## config.mk

```make
export PLATFORM = sky130hd
export DESIGN_NAME = usb_tx_top
export DESIGN_NICKNAME = d
export VERILOG_FILES = /design/src/design/usb_tx_pkg.sv /design/src/design/usb_tx_buffer.sv /design/src/design/usb_tx_controller.sv /design/src/design/usb_tx_shifter.sv /design/src/design/usb_crc16.sv /design/src/design/usb_line_encoder.sv /design/src/design/usb_tx_top.sv
export SDC_FILE = /design/constraint.sdc
export NUM_CORES = 1
export LEC_CHECK = 0
export ABC_AREA = 1
export BUFFER_PORTS_ARGS = -buffer_cell sky130_fd_sc_hd__buf_2
export CORE_ASPECT_RATIO = 1.25
export CORE_MARGIN = 1.5
export CORE_UTILIZATION = 56
export CTS_BUF_LIST = sky130_fd_sc_hd__clkbuf_8
export CTS_CLUSTER_DIAMETER = 200
export DETAILED_ROUTE_END_ITERATION = 8
export PLACE_DENSITY_LB_ADDON = 0.25
export SLEW_MARGIN = 10
export SYNTH_ARGS = -nofsm -noshare
export SYNTH_HDL_FRONTEND = slang
export SYNTH_SLANG_ARGS = --single-unit
```

## constraint.sdc

```tcl
create_clock -name clk -period 3.13 [get_ports clk]
set_clock_uncertainty 0.05 [all_clocks]
set_input_delay 0.1565 -clock clk [delete_from_list [all_inputs] [get_ports clk]]
set_output_delay 0.1565 -clock clk [all_outputs]
set_load 0.1 [all_outputs]
```

## src/design/usb_tx_pkg.sv

```systemverilog
/*
 * Shared types and constants for the USB low-level packet transmitter
 * Byte and CRC types, byte source and line state enums, protocol constants
 */

package usb_tx_pkg;

	typedef logic [7:0] usb_byte_t;
	typedef logic [15:0] usb_crc_t;

	// Byte source for the shifter
	typedef enum logic [1:0] {
		SEL_SYNC,
		SEL_DATA,
		SEL_CRC_LO,
		SEL_CRC_HI
	} byte_sel_t;

	// Differential pair state
	typedef enum logic [1:0] {
		LINE_J,
		LINE_K,
		LINE_SE0
	} line_state_t;

	// KJKJKJKK on the line, LSB first
	localparam usb_byte_t SYNC_BYTE = 8'h80;
	localparam usb_crc_t CRC_INIT = 16'hFFFF;
	localparam usb_crc_t CRC_POLY_REFL = 16'hA001;
	localparam logic [2:0] STUFF_RUN = 3'd6;

endpackage

```

## src/design/usb_tx_buffer.sv

```systemverilog
/*
 * Circular payload byte buffer with last flags
 * Forms pkt_ready and returns one credit per byte popped
 */

`timescale 1ns/10ps

module usb_tx_buffer #(
	parameter int DEPTH = 4
) (
	input  logic                  clk,
	input  logic                  n_rst,
	input  logic                  wr_valid,
	input  usb_tx_pkg::usb_byte_t wr_data,
	input  logic                  wr_last,
	input  logic                  rd_en,
	output usb_tx_pkg::usb_byte_t head_data,
	output logic                  head_last,
	output logic                  pkt_ready,
	output logic                  credit_return
);
	localparam int AW = $clog2(DEPTH);

	usb_tx_pkg::usb_byte_t mem [DEPTH];
	logic last_mem [DEPTH];
	logic [AW-1:0] wr_ptr;
	logic [AW-1:0] rd_ptr;
	logic [AW:0] count;
	logic [AW:0] last_cnt;
	logic full;
	logic empty;

	assign full = (count == (AW+1)'(DEPTH));
	assign empty = (count == '0);
	assign head_last = last_mem[rd_ptr];
	// A whole packet, or as much of it as fits
	assign pkt_ready = (last_cnt != '0) || full;

	always_ff @(posedge clk, negedge n_rst) begin
		if (!n_rst) begin
			wr_ptr <= '0;
			rd_ptr <= '0;
			count <= '0;
			last_cnt <= '0;
			credit_return <= 1'b0;
		end else begin
			if (wr_valid)
				wr_ptr <= wr_ptr + 1'b1;
			if (rd_en)
				rd_ptr <= rd_ptr + 1'b1;
			count <= count + (AW+1)'(wr_valid) - (AW+1)'(rd_en);
			last_cnt <= last_cnt + (AW+1)'(wr_valid && wr_last) - (AW+1)'(rd_en && head_last);
			credit_return <= rd_en;
		end
	end

	always_ff @(posedge clk) begin
		if (wr_valid) begin
			mem[wr_ptr] <= wr_data;
			last_mem[wr_ptr] <= wr_last;
		end
		if (rd_en)
			head_data <= mem[rd_ptr];
	end

	// Upstream spends only credits it holds
	assert property (@(posedge clk) disable iff (!n_rst) wr_valid |-> !full)
		else $error("write into full buffer");

	// Upstream kept pace with returned credits
	assert property (@(posedge clk) disable iff (!n_rst) rd_en |-> !empty)
		else $error("pop from empty buffer");

endmodule

```

## src/design/usb_tx_controller.sv

```systemverilog
/*
 * Packet sequencing FSM for the transmitter
 * Orders SYNC, payload, CRC16 and end-of-packet, one byte load per byte_sent
 */

`timescale 1ns/10ps

module usb_tx_controller (
	input  logic                  clk,
	input  logic                  n_rst,
	input  logic                  pkt_ready,
	input  logic                  head_last,
	input  logic                  byte_sent,
	input  logic                  eop_done,
	output logic                  rd_en,
	output logic                  load,
	output usb_tx_pkg::byte_sel_t sel,
	output logic                  shift_en,
	output logic                  crc_clear,
	output logic                  crc_enable,
	output logic                  create_eop,
	output logic                  transmitting
);
	typedef enum logic [3:0] {
		IDLE, LOAD_SYNC, TX_SYNC, READ, LOAD, TX_DATA,
		LOAD_CRC_LO, TX_CRC_LO, LOAD_CRC_HI, TX_CRC_HI,
		CREATE_EOP, WAIT_EOP
	} state_t;

	state_t state;
	state_t next_state;
	logic last_q;

	always_ff @(posedge clk, negedge n_rst) begin
		if (!n_rst) begin
			state <= IDLE;
			last_q <= 1'b0;
			crc_enable <= 1'b0;
		end else begin
			state <= next_state;
			if (state == IDLE) begin
				last_q <= 1'b0;
				crc_enable <= 1'b0;
			end
			if (rd_en)
				last_q <= head_last;
			// CRC covers payload bytes only
			if (load)
				crc_enable <= (sel == usb_tx_pkg::SEL_DATA);
		end
	end

	// LOAD states wait for the previous byte to finish so the line never stalls
	always_comb begin
		next_state = state;
		rd_en = 1'b0;
		load = 1'b0;
		sel = usb_tx_pkg::SEL_SYNC;
		shift_en = 1'b1;
		crc_clear = 1'b0;
		create_eop = 1'b0;
		transmitting = 1'b1;
		case (state)
			IDLE: begin
				shift_en = 1'b0;
				transmitting = 1'b0;
				crc_clear = 1'b1;
				if (pkt_ready)
					next_state = LOAD_SYNC;
			end
			LOAD_SYNC: begin
				load = 1'b1;
				next_state = TX_SYNC;
			end
			TX_SYNC: next_state = READ;
			READ: begin
				rd_en = 1'b1;
				next_state = LOAD;
			end
			LOAD: begin
				sel = usb_tx_pkg::SEL_DATA;
				if (byte_sent) begin
					load = 1'b1;
					next_state = TX_DATA;
				end
			end
			TX_DATA: next_state = last_q ? LOAD_CRC_LO : READ;
			LOAD_CRC_LO: begin
				sel = usb_tx_pkg::SEL_CRC_LO;
				if (byte_sent) begin
					load = 1'b1;
					next_state = TX_CRC_LO;
				end
			end
			TX_CRC_LO: next_state = LOAD_CRC_HI;
			LOAD_CRC_HI: begin
				sel = usb_tx_pkg::SEL_CRC_HI;
				if (byte_sent) begin
					load = 1'b1;
					next_state = TX_CRC_HI;
				end
			end
			TX_CRC_HI: begin
				if (byte_sent)
					next_state = CREATE_EOP;
			end
			CREATE_EOP: begin
				shift_en = 1'b0;
				create_eop = 1'b1;
				next_state = WAIT_EOP;
			end
			WAIT_EOP: begin
				shift_en = 1'b0;
				if (eop_done)
					next_state = IDLE;
			end
			default: next_state = IDLE;
		endcase
	end

	// Shifter ends a byte only while the FSM waits for one
	assert property (@(posedge clk) disable iff (!n_rst)
		byte_sent |-> state inside {LOAD, LOAD_CRC_LO, LOAD_CRC_HI, TX_CRC_HI})
		else $error("byte finished while no byte was awaited");

	// End-of-packet completes only while the FSM waits for it
	assert property (@(posedge clk) disable iff (!n_rst) eop_done |-> state == WAIT_EOP)
		else $error("eop_done outside WAIT_EOP");

endmodule

```

## src/design/usb_tx_shifter.sv

```systemverilog
/*
 * Byte shifter, LSB first, with bit stuffing
 * Selects SYNC, payload or CRC bytes and flags data and line bits
 */

`timescale 1ns/10ps

module usb_tx_shifter (
	input  logic                  clk,
	input  logic                  n_rst,
	input  logic                  load,
	input  usb_tx_pkg::byte_sel_t sel,
	input  logic                  shift_en,
	input  usb_tx_pkg::usb_byte_t head_data,
	input  usb_tx_pkg::usb_crc_t  crc_out,
	input  logic                  transmitting,
	output logic                  data_bit,
	output logic                  bit_strobe,
	output logic                  line_bit_valid,
	output logic                  byte_sent
);
	usb_tx_pkg::byte_sel_t sel_q;
	usb_tx_pkg::usb_byte_t data_q;
	usb_tx_pkg::usb_byte_t cur_byte;
	logic active;
	logic tail_q;
	logic [2:0] bit_cnt;
	logic [2:0] run_cnt;
	logic stuff;
	logic next_stuff;

	// CRC halves read live, the remainder settles with the final data bit
	always_comb begin
		case (sel_q)
			usb_tx_pkg::SEL_SYNC:   cur_byte = usb_tx_pkg::SYNC_BYTE;
			usb_tx_pkg::SEL_DATA:   cur_byte = data_q;
			usb_tx_pkg::SEL_CRC_LO: cur_byte = crc_out[7:0];
			default:                cur_byte = crc_out[15:8];
		endcase
	end

	assign stuff = (run_cnt == usb_tx_pkg::STUFF_RUN);
	assign line_bit_valid = active && shift_en;
	assign data_bit = stuff ? 1'b0 : cur_byte[bit_cnt];
	assign bit_strobe = line_bit_valid && !stuff;
	assign next_stuff = data_bit && (run_cnt == usb_tx_pkg::STUFF_RUN - 3'd1);
	// A stuffed bit right after bit 7 still belongs to this byte
	assign byte_sent = line_bit_valid && (stuff ? tail_q : (bit_cnt == 3'd7 && !next_stuff));

	always_ff @(posedge clk, negedge n_rst) begin
		if (!n_rst) begin
			active <= 1'b0;
			tail_q <= 1'b0;
			bit_cnt <= 3'd0;
			run_cnt <= 3'd0;
			sel_q <= usb_tx_pkg::SEL_SYNC;
		end else if (!transmitting) begin
			active <= 1'b0;
			tail_q <= 1'b0;
			bit_cnt <= 3'd0;
			run_cnt <= 3'd0;
		end else begin
			if (line_bit_valid) begin
				if (stuff) begin
					run_cnt <= 3'd0;
					tail_q <= 1'b0;
				end else begin
					run_cnt <= data_bit ? run_cnt + 3'd1 : 3'd0;
					bit_cnt <= bit_cnt + 3'd1;
					if (bit_cnt == 3'd7)
						tail_q <= next_stuff;
				end
				if (byte_sent)
					active <= 1'b0;
			end
			if (load) begin
				active <= 1'b1;
				bit_cnt <= 3'd0;
				sel_q <= sel;
			end
		end
	end

	always_ff @(posedge clk) begin
		if (load && sel == usb_tx_pkg::SEL_DATA)
			data_q <= head_data;
	end

endmodule

```

## src/design/usb_crc16.sv

```systemverilog
/*
 * Bit-serial reflected USB CRC16 over payload bits
 * Gives out the complemented remainder
 */

`timescale 1ns/10ps

module usb_crc16 (
	input  logic                 clk,
	input  logic                 n_rst,
	input  logic                 crc_clear,
	input  logic                 crc_enable,
	input  logic                 bit_strobe,
	input  logic                 data_bit,
	output usb_tx_pkg::usb_crc_t crc_out
);
	usb_tx_pkg::usb_crc_t crc_q;
	logic feedback;

	assign feedback = crc_q[0] ^ data_bit;

	// Stuffed bits never reach the remainder
	always_ff @(posedge clk, negedge n_rst) begin
		if (!n_rst) begin
			crc_q <= usb_tx_pkg::CRC_INIT;
		end else if (crc_clear) begin
			crc_q <= usb_tx_pkg::CRC_INIT;
		end else if (crc_enable && bit_strobe) begin
			if (feedback)
				crc_q <= (crc_q >> 1) ^ usb_tx_pkg::CRC_POLY_REFL;
			else
				crc_q <= crc_q >> 1;
		end
	end

	assign crc_out = ~crc_q;

endmodule

```

## src/design/usb_line_encoder.sv

```systemverilog
/*
 * NRZI line encoder with end-of-packet sequencing
 * Drives the dp/dm pair from a J, K or SE0 line state
 */

`timescale 1ns/10ps

module usb_line_encoder (
	input  logic clk,
	input  logic n_rst,
	input  logic data_bit,
	input  logic line_bit_valid,
	input  logic create_eop,
	output logic dp,
	output logic dm,
	output logic eop_done
);
	usb_tx_pkg::line_state_t line_q;
	logic [1:0] eop_cnt;

	always_ff @(posedge clk, negedge n_rst) begin
		if (!n_rst) begin
			line_q <= usb_tx_pkg::LINE_J;
			eop_cnt <= 2'd0;
			eop_done <= 1'b0;
		end else begin
			eop_done <= 1'b0;
			if (create_eop) begin
				line_q <= usb_tx_pkg::LINE_SE0;
				eop_cnt <= 2'd1;
			end else if (eop_cnt == 2'd1) begin
				eop_cnt <= 2'd2;
			end else if (eop_cnt == 2'd2) begin
				// One J bit time closes the EOP
				line_q <= usb_tx_pkg::LINE_J;
				eop_cnt <= 2'd0;
				eop_done <= 1'b1;
			end else if (line_bit_valid && !data_bit) begin
				line_q <= (line_q == usb_tx_pkg::LINE_J) ? usb_tx_pkg::LINE_K : usb_tx_pkg::LINE_J;
			end
		end
	end

	assign dp = (line_q == usb_tx_pkg::LINE_J);
	assign dm = (line_q == usb_tx_pkg::LINE_K);

	// EOP only once the shifter has drained, including a trailing stuffed bit
	assert property (@(posedge clk) disable iff (!n_rst) create_eop |-> !line_bit_valid)
		else $error("EOP requested while bits still on the line");

endmodule

```

## src/design/usb_tx_top.sv

```systemverilog
/*
 * USB low-level packet transmitter top level
 * Buffer, controller, shifter, CRC16 and line encoder
 */

`timescale 1ns/10ps

module usb_tx_top #(
	parameter int DEPTH = 4
) (
	input  logic                  clk,
	input  logic                  n_rst,
	input  logic                  wr_valid,
	input  usb_tx_pkg::usb_byte_t wr_data,
	input  logic                  wr_last,
	output logic                  credit_return,
	output logic                  dp,
	output logic                  dm,
	output logic                  tx_active
);
	usb_tx_pkg::usb_byte_t head_data;
	usb_tx_pkg::byte_sel_t sel;
	usb_tx_pkg::usb_crc_t crc_out;
	logic pkt_ready;
	logic head_last;
	logic rd_en;
	logic load;
	logic shift_en;
	logic byte_sent;
	logic data_bit;
	logic bit_strobe;
	logic line_bit_valid;
	logic crc_clear;
	logic crc_enable;
	logic create_eop;
	logic eop_done;

	usb_tx_buffer #(.DEPTH(DEPTH)) i_usb_tx_buffer (
		.clk, .n_rst, .wr_valid, .wr_data, .wr_last, .rd_en,
		.head_data, .head_last, .pkt_ready, .credit_return
	);

	usb_tx_controller i_usb_tx_controller (
		.clk, .n_rst, .pkt_ready, .head_last, .byte_sent, .eop_done,
		.rd_en, .load, .sel, .shift_en, .crc_clear, .crc_enable, .create_eop,
		.transmitting(tx_active)
	);

	usb_tx_shifter i_usb_tx_shifter (
		.clk, .n_rst, .load, .sel, .shift_en, .head_data, .crc_out,
		.transmitting(tx_active), .data_bit, .bit_strobe, .line_bit_valid, .byte_sent
	);

	usb_crc16 i_usb_crc16 (
		.clk, .n_rst, .crc_clear, .crc_enable, .bit_strobe, .data_bit, .crc_out
	);

	usb_line_encoder i_usb_line_encoder (
		.clk, .n_rst, .data_bit, .line_bit_valid, .create_eop, .dp, .dm, .eop_done
	);

endmodule

```

==> impl_metrics.yaml, run 1 <==
finish:
  mostFrequentLayoutCells: "nand2_1 (80), inv_1 (62), edfxtp_1 (52)"
  layout.nets: 504
  layout_commonest_cell: "nand2_1"
  regArea_um2: 2783
  finalInstanceArea_um2: 5135
  drive_gt1_share_pct: 15.42
  multiInputGateArea_um2: 1548
  antennaDiodeCount: 0
  syn2layout_area_growth_pct: 10.20
  final.fill_count: 651
clocking:
  cts-root-buf: "clkbuf_8"
  cts_buffers: 9
  cts_tree: "done"
  cts_resized: 0
  clockBufferDepth: 2
  cts.htree.levels: 3
  postCtsSetupRepairBufs: 0
  clock_sinks: 100
  hold_buffers: 10
  clock_latency_ns: 0.38
  path_clk_slew_ns: 0.10
grt:
  grt_usage_pct: 19.40
  antenna_found_initial: 0
  grt_max_degree: 49
  grt_pass1_wl_um: 13430
  gr-total-overflow: 0
  grt_pass1_vias: 3051
setup_path:
  critPathBufInv: 3
  reg2reg_depth: 10
  critPathMaxStageDelay_ns: 0.55
  reg2reg_to: "i_usb_tx_buffer.last_cnt[2]"
  path_depth: 10
  worstSetupPathType: "reg2reg"
  endpoint_kind: "flip-flop"
  reg2reg_slack_ns: 0.57
  endpoint: "i_usb_tx_buffer.last_cnt[2]"
  cp_slowest_cell: "dfrtp_1"
  path_delay_family: "adder cells"
  crit_arrival_ns: 2.77
  path_max_fanout: 10
  r2r-start: "i_usb_tx_buffer.rd_ptr[1]"
  path_cells: "clkinv_1 > nor2_1 > o21ai_0 > a21oi_1 > ha_1 > inv_1 > ha_1 > inv_1 > fa_1 > xnor2_1"
  start_kind: "flip-flop"
  required_ns: 3.34
  crit_start: "i_usb_tx_buffer.rd_ptr[1]"
power_and_ir_drop:
  switching_power_uw: 1991
  power_frac_seq_pct: 43.0
  combPwrFrac_pct: 37.3
  ir_drop_mv: 0.6098
  sw_frac_of_total_pct: 41.21
  p_per_area_nw_per_um2: 940.7
  p_int_uw: 2840
  clockPowerShare_pct: 19.7
  p_leak_uw: 0.002323
die:
  core-area_um2: 8148
  die_h_um: 105.0
  ios: 16
  die-area_um2: 8880
  start_util_pct: 57.19
  rows: 37
  fp.dieW_um: 84.59
yosys:
  ys_types: 37
  avgSynthCellArea_um2: 10.40
  syn-instance-count: 448
  synth_edf_count: 52
  syn_area_um2: 4659
  seq_area_frac_synth_pct: 59.72
  synth.net_count: 477
  yosysWarnings: 0
  ys_ff_latch: 100
  synth_top_flop_cell: "edfxtp_1"
  async_flop_share_pct: 48.00
place:
  dp_slack_ns: 0.5776
  place_congestion: 0.9300
  hpwl_um: 5257
  io_buffers: 15
  placedInstanceArea_um2: 4798
sta:
  setup_viol: 0
  finalSetupTns_ns: 0
  fmax_mhz: 390.8
  worst_pin_slew_ns: 1.036
  relSlewSlack_pct: 30.91
  slew_viol_final: 0
  hold_viol_final: 0
  layout_setup_ws_ns: 0.5713
  period_needed_ns: 2.559
  fin_crit_sh_pct: 81.75
  rsz0062_at_grt: "false"
routing:
  drc: 0
  wl_um: 7725
  drt-initial-drc-count: 188
  vias: 3041
  avgRoutedWirePerCell_um: 13.39
  first_pass_iters: 4
  vias_per_cell: 5.270
  postRouteAntennaNets: 0
hold_path:
  min_from: "wr_valid"
  hold_class: "in2reg"
job:
  drv_cap: 0
outcome:
  status: "finished, final reports clean"
## Yosys cell counts, drive strengths merged, types with 3 or more instances
cell type / count / area (µm²)
nor2: 44 / 201.4
o21ai: 30 / 150.1
o31ai: 3 / 22.52
nand2: 89 / 366.6
dfstp: 16 / 420.4
nor3: 6 / 45.04
nand4: 3 / 18.77
nand3: 35 / 200.2
inv: 66 / 252.7
a22oi: 12 / 90.09
xor2: 5 / 51.30
ha: 15 / 187.7
edfxtp: 52 / 1562
clkbuf: 5 / 18.77
xnor2: 6 / 52.55
a21oi: 7 / 35.03
dfrtp: 32 / 800.8
buf: 6 / 53.79
o22ai: 9 / 56.30
## logic make-up (layout without fill, tap and decap cells)
group	count (synthesis)	count (layout)	synth area share (%)
compound gates	64	64	8.083
simple gates	178	178	18.02
fa+ha+maj	17	17	4.887
buf+inv	78	110	7.062
xor+xnor	11	11	2.229
flops	100	100	59.72
## worst min path at each step
| stage | endpoint | cells after the start |
|---|---|---|
| 6_report | i_usb_tx_buffer.wr_ptr[0] | 2 |
| 4_1_cts | i_usb_tx_buffer.wr_ptr[0] | 2 |
| 5_1_grt | i_usb_tx_buffer.wr_ptr[0] | 2 |
| 3_3_place_gp | i_usb_tx_buffer.mem[1][7] | 1 |
| 2_1_floorplan | i_usb_line_encoder.eop_cnt[0] | 0 |
| 3_5_place_dp | i_usb_tx_buffer.mem[1][7] | 1 |
## sequential cells by signal, indices dropped and copies added (netlist names), 3 cells and up
| name | flops |
|---|---|
| i_usb_tx_buffer.last_mem | 4 |
| i_usb_crc16.crc_q | 16 |
| i_usb_tx_buffer.count | 3 |
| i_usb_tx_buffer.mem | 32 |
| i_usb_tx_shifter.run_cnt | 3 |
| i_usb_tx_buffer.head_data | 8 |
| i_usb_tx_shifter.data_q | 8 |
| i_usb_tx_buffer.last_cnt | 3 |
| i_usb_tx_shifter.bit_cnt | 3 |
| i_usb_tx_controller.state | 4 |
## metal layers
| layer | up-vias | part of all wire [%] | global-route usage, % |
|---|---|---|---|
| met5 | - | 0 | 0 |
| met4 | 0 | 2.9 | 10.71 |
| met3 | 18 | 2.7 | 3.002 |
| met2 | 47 | 50 | 33.11 |
| met1 | 1437 | 44 | 23.31 |
| li1 | 1539 | - | - |
## power by group through the flow
stage / sequential (µW) / clock [µW] / combinational, µW
final: 2080 / 951 / 1800
after global routing: 2130 / 1020 / 2050
after CTS: 2080 / 970 / 1820
after detailed placement: 2100 / 0 / 1800
after global placement: 2090 / 0 / 1750
after floorplan: 2000 / 0 / 1550
## metrics by stage
stage,total power [µW],instances,utilization (%),hold slack [ns]
2_1_floorplan,3550,448,-,-0.1891
5_1_grt,5202,577,63.02,0.04037
3_3_place_gp,3841,551,58.89,0.3165
3_5_place_dp,3906,551,58.89,0.3219
6_report,4831,577,63.02,0.02791
4_1_cts,4869,577,63.02,0.01239
## cell type report
type | count | area share (%)
Timing Repair Buffer | 27 | 3.704
Tap cell | 97 | 2.364
Sequential cell | 100 | 54.19
Clock buffer | 9 | 2.412
Multi-Input combinational cell | 270 | 30.14
Clock inverter | 7 | 2.193
Inverter | 67 | 4.995
No activity file was read; power rests on OpenSTA's default activity.
==> run 2, diff against run 1 <==
- ABC_AREA: 1 -> 0
- clock period: 3.13 -> 2.1 ns (I/O delays scaled with it)
==> impl_metrics.yaml, run 2 <==
outcome:
  status: "complete, but fails checks"
  violations: "setup timing"
clocking:
  clock_latency_ns: 0.37
  cts_tree: "done"
  cts-root-buf: "clkbuf_8"
  cts_buffers: 9
  cts.htree.levels: 3
  clock_sinks: 100
  clockBufferDepth: 2
  path_clk_slew_ns: 0.09
setup_path:
  worstSetupPathType: "reg2reg"
  start_kind: "flip-flop"
  crit_arrival_ns: 2.65
  path_cells: "buf_6 > mux4_2 > and2_4 > o32a_4 > a31oi_4 > nor3_4 > a221o_1"
  cp_slowest_cell: "mux4_2"
  endpoint_kind: "flip-flop"
  required_ns: 2.30
  critPathMaxStageDelay_ns: 0.48
  path_max_fanout: 5
yosys:
  yosys.area.top_type: "edfxtp_1"
  yosysWarnings: 0
  yosysTopAreaCellShare_pct: 33.01
  ys_types: 64
  synth_edf_count: 52
  ys_ff_latch: 100
  synth.most_common_cell: "edfxtp_1"
  synth_area_leaders: "edfxtp_1 (33%), dfrtp_1 (17%), dfstp_2 (8.9%)"
  syn_area_um2: 4731
  async_flop_share_pct: 48.00
  synth.net_count: 400
  syn-instance-count: 371
  synthTopCellsByCount: "edfxtp_1 (52), nand2_1 (34), dfrtp_1 (32)"
  seq_area_frac_synth_pct: 58.82
  synth_top_flop_cell: "edfxtp_1"
  avgSynthCellArea_um2: 12.75
hold_path:
  hold_class: "in2async"
die:
  rows: 37
  start_util_pct: 57.73
  fp.dieW_um: 85.21
  die_h_um: 105.8
  ios: 16
  core-area_um2: 8194
  die-area_um2: 9012
sta:
  slew_viol_final: 0
  rsz0062_at_grt: "true"
  layout_setup_ws_ns: -0.3491
  fmax_mhz: 408.3
  hold_viol_final: 0
  fin_crit_sh_pct: 116.6
  setup_viol: 30
  worst_pin_slew_ns: 0.6328
  relSlewSlack_pct: 57.82
  hold_slack_ns: 0.3279
  period_needed_ns: 2.449
finish:
  final.fill_count: 512
  syn2layout_area_growth_pct: 28.51
  largest_reg_flops: 32
  antennaDiodeCount: 0
  reg_top3: "i_usb_tx_buffer.mem (32), i_usb_crc16.crc_q (16)"
  drive_gt1_share_pct: 43.51
  layout_commonest_cell: "buf_4"
  regMostFlops: "i_usb_tx_buffer.mem"
  finish.utilization_pct: 74.19
  mostFrequentLayoutCells: "buf_4 (78), edfxtp_1 (52), nand2_1 (32)"
  layout.nets: 502
power_and_ir_drop:
  p_leak_uw: 0.002407
  p_per_area_nw_per_um2: 1308
  ir_drop_mv: 0.7387
routing:
  first_pass_iters: 4
  vias_per_cell: 5.816
  vias: 3344
  drt-initial-drc-count: 205
  avgRoutedWirePerCell_um: 17.24
  postRouteAntennaNets: 0
  drc: 0
  wl_um: 9915
grt:
  antenna_found_initial: 0
  grt_pass1_wl_um: 16420
  grt_usage_pct: 23.71
  gr-total-overflow: 0
  grt_pass1_vias: 3504
  grt_max_degree: 49
place:
  place_congestion: 0.8482
  io_buffers: 15
  hpwl_um: 6643
job:
  drv_cap: 0
[run 2: cell count changes in the layout (fill, tap and decap cells not counted), sizes merged, moves of 22 or more]
cell,change
buf,+84
nand2,-55
inv,-48
nand3,-32
nor2,-22
[run 2: logic make-up (layout without fill, tap and decap cells)]
kind of cell | count (synthesis) | after routing | share of synthesized area (%)
flip-flops | 100 | 100 | 58.82
adder cells (fa/ha/maj) | 17 | 17 | 4.814
AND/OR/NAND/NOR | 106 | 106 | 11.66
buffers and inverters | 40 | 147 | 3.385
AO/OA/AOI/OAI | 75 | 75 | 11.32
XOR/XNOR | 10 | 10 | 2.142
multiplexers | 23 | 23 | 7.855
[run 2: power breakdown]
| group | switching [µW] | internal, µW | total [µW] | leakage [µW] |
|---|---|---|---|---|
| registers | 294 | 2620 | 2910 | 0.00105 |
| clock network | 735 | 471 | 1210 | 0.000102 |
| logic | 2040 | 1790 | 3830 | 0.00126 |
| total | 3070 | 4880 | 7950 | 0.00241 |
[run 2: cell type report]
cell class / count / area, µm² / share of cell area (%)
Multi-Input combinational cell: 231 / 2022 / 33.26
Timing Repair Buffer: 112 / 860.8 / 14.16
Inverter: 19 / 88.84 / 1.461
Clock buffer: 9 / 123.9 / 2.037
Sequential cell: 100 / 2784 / 45.79
Clock inverter: 7 / 78.83 / 1.297
Tap cell: 97 / 121.4 / 1.996
[run 2: final timing paths]
kind	cells past startpoint	startpoint	to	slack (ns)
min in group clk	0	i_usb_tx_buffer.head_data[6]	i_usb_tx_shifter.data_q[6]	0.38
worst min register to register	0	i_usb_tx_buffer.head_data[6]	i_usb_tx_shifter.data_q[6]	0.38
max in group asynchronous	3	n_rst	i_usb_tx_shifter.sel_q[0]	1.23
worst max register to register	7	i_usb_tx_shifter.sel_q[0]	i_usb_tx_shifter.sel_q[1]	-0.35
worst max-delay path	7	i_usb_tx_shifter.sel_q[0]	i_usb_tx_shifter.sel_q[1]	-0.35
worst min-delay path	3	n_rst	i_usb_tx_shifter.sel_q[0]	0.33
[run 2: per-stage QoR]
| stage | cell area [µm²] | power (µW) | TNS, ns | cells | setup WS, ns |
|---|---|---|---|---|---|
| 2_1_floorplan | 4910 | 5276 | -6.148 | 371 | -0.3780 |
| 3_3_place_gp | 5441 | 6156 | -8.492 | 527 | -0.4131 |
| 3_5_place_dp | 5441 | 6299 | -10.09 | 527 | -0.4599 |
| 4_1_cts | 5981 | 7849 | -7.602 | 573 | -0.3391 |
| 5_1_grt | 6080 | 8390 | -9.524 | 575 | -0.4426 |
| 6_report | 6080 | 7951 | -7.125 | 575 | -0.3491 |
[run 2: critical path, delay by kind of cell (launching register included)]
family          cells  cell delay [ns]
simple gates        2             0.22
flops               1             0.41
compound gates      3             1.05
mux                 1             0.48
buf+inv             1             0.12
[run 2: repair_timing]
action	4_1_cts	5_1_grt
buffers inserted	19	2
resized for setup	22	22
hold buffers	11	0
endpoints found under the setup margin	43	41
pin swaps	14	10
hold endpoints to repair	70	0
[run 2: routing by layer]
| layer | up-vias | track usage [%] | share of wire [%] |
|---|---|---|---|
| li1 | 1560 | - | - |
| met1 | 1675 | 27.49 | 39 |
| met2 | 80 | 41.84 | 53 |
| met3 | 29 | 4.385 | 3.8 |
| met4 | 0 | 11.59 | 3.4 |
| met5 | - | 0 | 0 |
==> run 3, diff against run 2 <==
- CELL_PAD_IN_SITES_DETAIL_PLACEMENT: default -> 0
- CELL_PAD_IN_SITES_GLOBAL_PLACEMENT: default -> 2
- CORE_UTILIZATION: 56 -> 41
==> impl_metrics.yaml, run 3 (synthesis results as in run 2) <==
sta:
  period_needed_ns: 2.429
  fmax_mhz: 411.7
  relSlewSlack_pct: 67.19
  slew_viol_final: 0
  rsz0062_at_grt: "true"
  hold_viol_final: 0
  setup_viol: 29
  hold_slack_ns: 0.1974
  fin_crit_sh_pct: 115.7
  worst_pin_slew_ns: 0.4921
  layout_setup_ws_ns: -0.3288
power_and_ir_drop:
  p_leak_uw: 0.002358
  clockPowerShare_pct: 15.6
  p_per_area_nw_per_um2: 1292
  sw_frac_of_total_pct: 38.53
  power_frac_seq_pct: 37.3
  p_int_uw: 4792
  combPwrFrac_pct: 47.1
  switching_power_uw: 3004
  ir_drop_mv: 0.6102
clocking:
  clockBufferDepth: 2
  clock_sinks: 100
  cts-root-buf: "clkbuf_8"
  cts.htree.levels: 3
  cts_buffers: 9
  cts_tree: "done"
  path_clk_slew_ns: 0.11
  clock_latency_ns: 0.38
setup_path:
  required_ns: 2.37
  crit_arrival_ns: 2.69
  worstSetupPathType: "reg2reg"
  path_max_fanout: 5
  start_kind: "flip-flop"
  endpoint_kind: "flip-flop"
die:
  fp.dieW_um: 99.08
  ios: 16
  rows: 43
  die_h_um: 123.1
  die-area_um2: 12200
  core-area_um2: 11190
  start_util_pct: 42.27
grt:
  grt_max_degree: 49
  grt_pass1_wl_um: 15950
  grt_pass1_vias: 3249
  grt_usage_pct: 17.24
  gr-total-overflow: 0
  antenna_found_initial: 0
outcome:
  violations: "setup timing"
  status: "complete, but fails checks"
finish:
  finalInstanceArea_um2: 6032
  antennaDiodeCount: 0
  drive_gt1_share_pct: 41.33
  regArea_um2: 2784
  reg_top3: "i_usb_tx_buffer.mem (32), i_usb_crc16.crc_q (16)"
  layout_commonest_cell: "buf_4"
  mostFrequentLayoutCells: "buf_4 (66), edfxtp_1 (52), nand2_1 (32)"
  layout.nets: 491
  multiInputGateArea_um2: 2011
  largest_reg_flops: 32
  syn2layout_area_growth_pct: 27.51
  regMostFlops: "i_usb_tx_buffer.mem"
  final.fill_count: 948
routing:
  vias_per_cell: 5.267
  wl_um: 9651
  first_pass_iters: 4
  vias: 3171
  postRouteAntennaNets: 0
  drc: 0
  avgRoutedWirePerCell_um: 16.03
  drt-initial-drc-count: 166
place:
  place_congestion: 0.8868
  placedInstanceArea_um2: 5524
  io_buffers: 15
  hpwl_um: 6691
job:
  drv_cap: 0
hold_path:
  hold_class: "in2async"
-- run 3: cell count changes in the layout (fill, tap and decap cells not counted), sizes merged --
cell	change
clkinvlp	+1
clkinv	-2
buf	-11
inv	+1
-- run 3: path summary, 6_finish.rpt --
check,from,endpoint,slack [ns],depth (start not counted)
max in group asynchronous,n_rst,i_usb_crc16.crc_q[15],1.54,3
worst max-delay path,i_usb_tx_shifter.sel_q[0],i_usb_tx_shifter.run_cnt[2],-0.33,9
worst max register to register,i_usb_tx_shifter.sel_q[0],i_usb_tx_shifter.run_cnt[2],-0.33,9
worst min-delay path,n_rst,i_usb_tx_shifter.sel_q[0],0.20,3
worst min register to register,i_usb_tx_buffer.head_data[5],i_usb_tx_shifter.data_q[5],0.37,0
min in group clk,i_usb_tx_buffer.head_data[5],i_usb_tx_shifter.data_q[5],0.37,0
-- run 3: metal layers --
metal	global-route usage, %	wire, µm	share of wire, %
met1	21.25	4322	45
met2	29.83	4869	50
met4	7.923	213	2.2
met3	2.996	245	2.5
met5	0	0	0
-- run 3: area by class of cell --
cell class,instances,share of cell area (%)
clock buffer,9,2.054
clock inverter,7,1.079
inverter,19,1.473
multi-input combinational,231,33.33
sequential,100,46.15
tap,135,2.800
timing repair buffer,101,13.11
-- run 3: critical path, cell delays in order (launching register included) --
cell     delay (ns)
dfrtp_2        0.40
buf_6          0.11
mux2_2         0.33
mux4_2         0.48
o32a_4         0.24
buf_4          0.15
buf_6          0.11
a21bo_4        0.24
nor3b_2        0.16
a21o_1         0.10
-- run 3: timing repair --
action,CTS,global route
buffers inserted,5,2
hold buffers,11,0
setup endpoints to repair,30,43
resized for setup,22,20
pin swaps,13,10
hold endpoints to repair,86,0
-- run 3: through the flow --
stage	util, %	power, µW	std cells	TNS (ns)	worst slack (ns)
detailed placement	49.36	6363	568	-8.057	-0.3741
global placement	49.36	6293	568	-7.517	-0.3540
finish	53.90	7795	602	-6.887	-0.3288
floorplan	-	5276	371	-6.148	-0.3780
global route	53.90	8296	602	-9.397	-0.4092
CTS	53.11	7730	600	-6.288	-0.3063
-- run 3: power by group through the flow --
stage | sequential [µW] | combinational (µW) | clock, µW
floorplan | 2900 | 2380 | 0
CTS | 2910 | 3570 | 1260
global route | 2970 | 4020 | 1320
detailed placement | 2940 | 3420 | 0
finish | 2910 | 3670 | 1210
global placement | 2920 | 3370 | 0
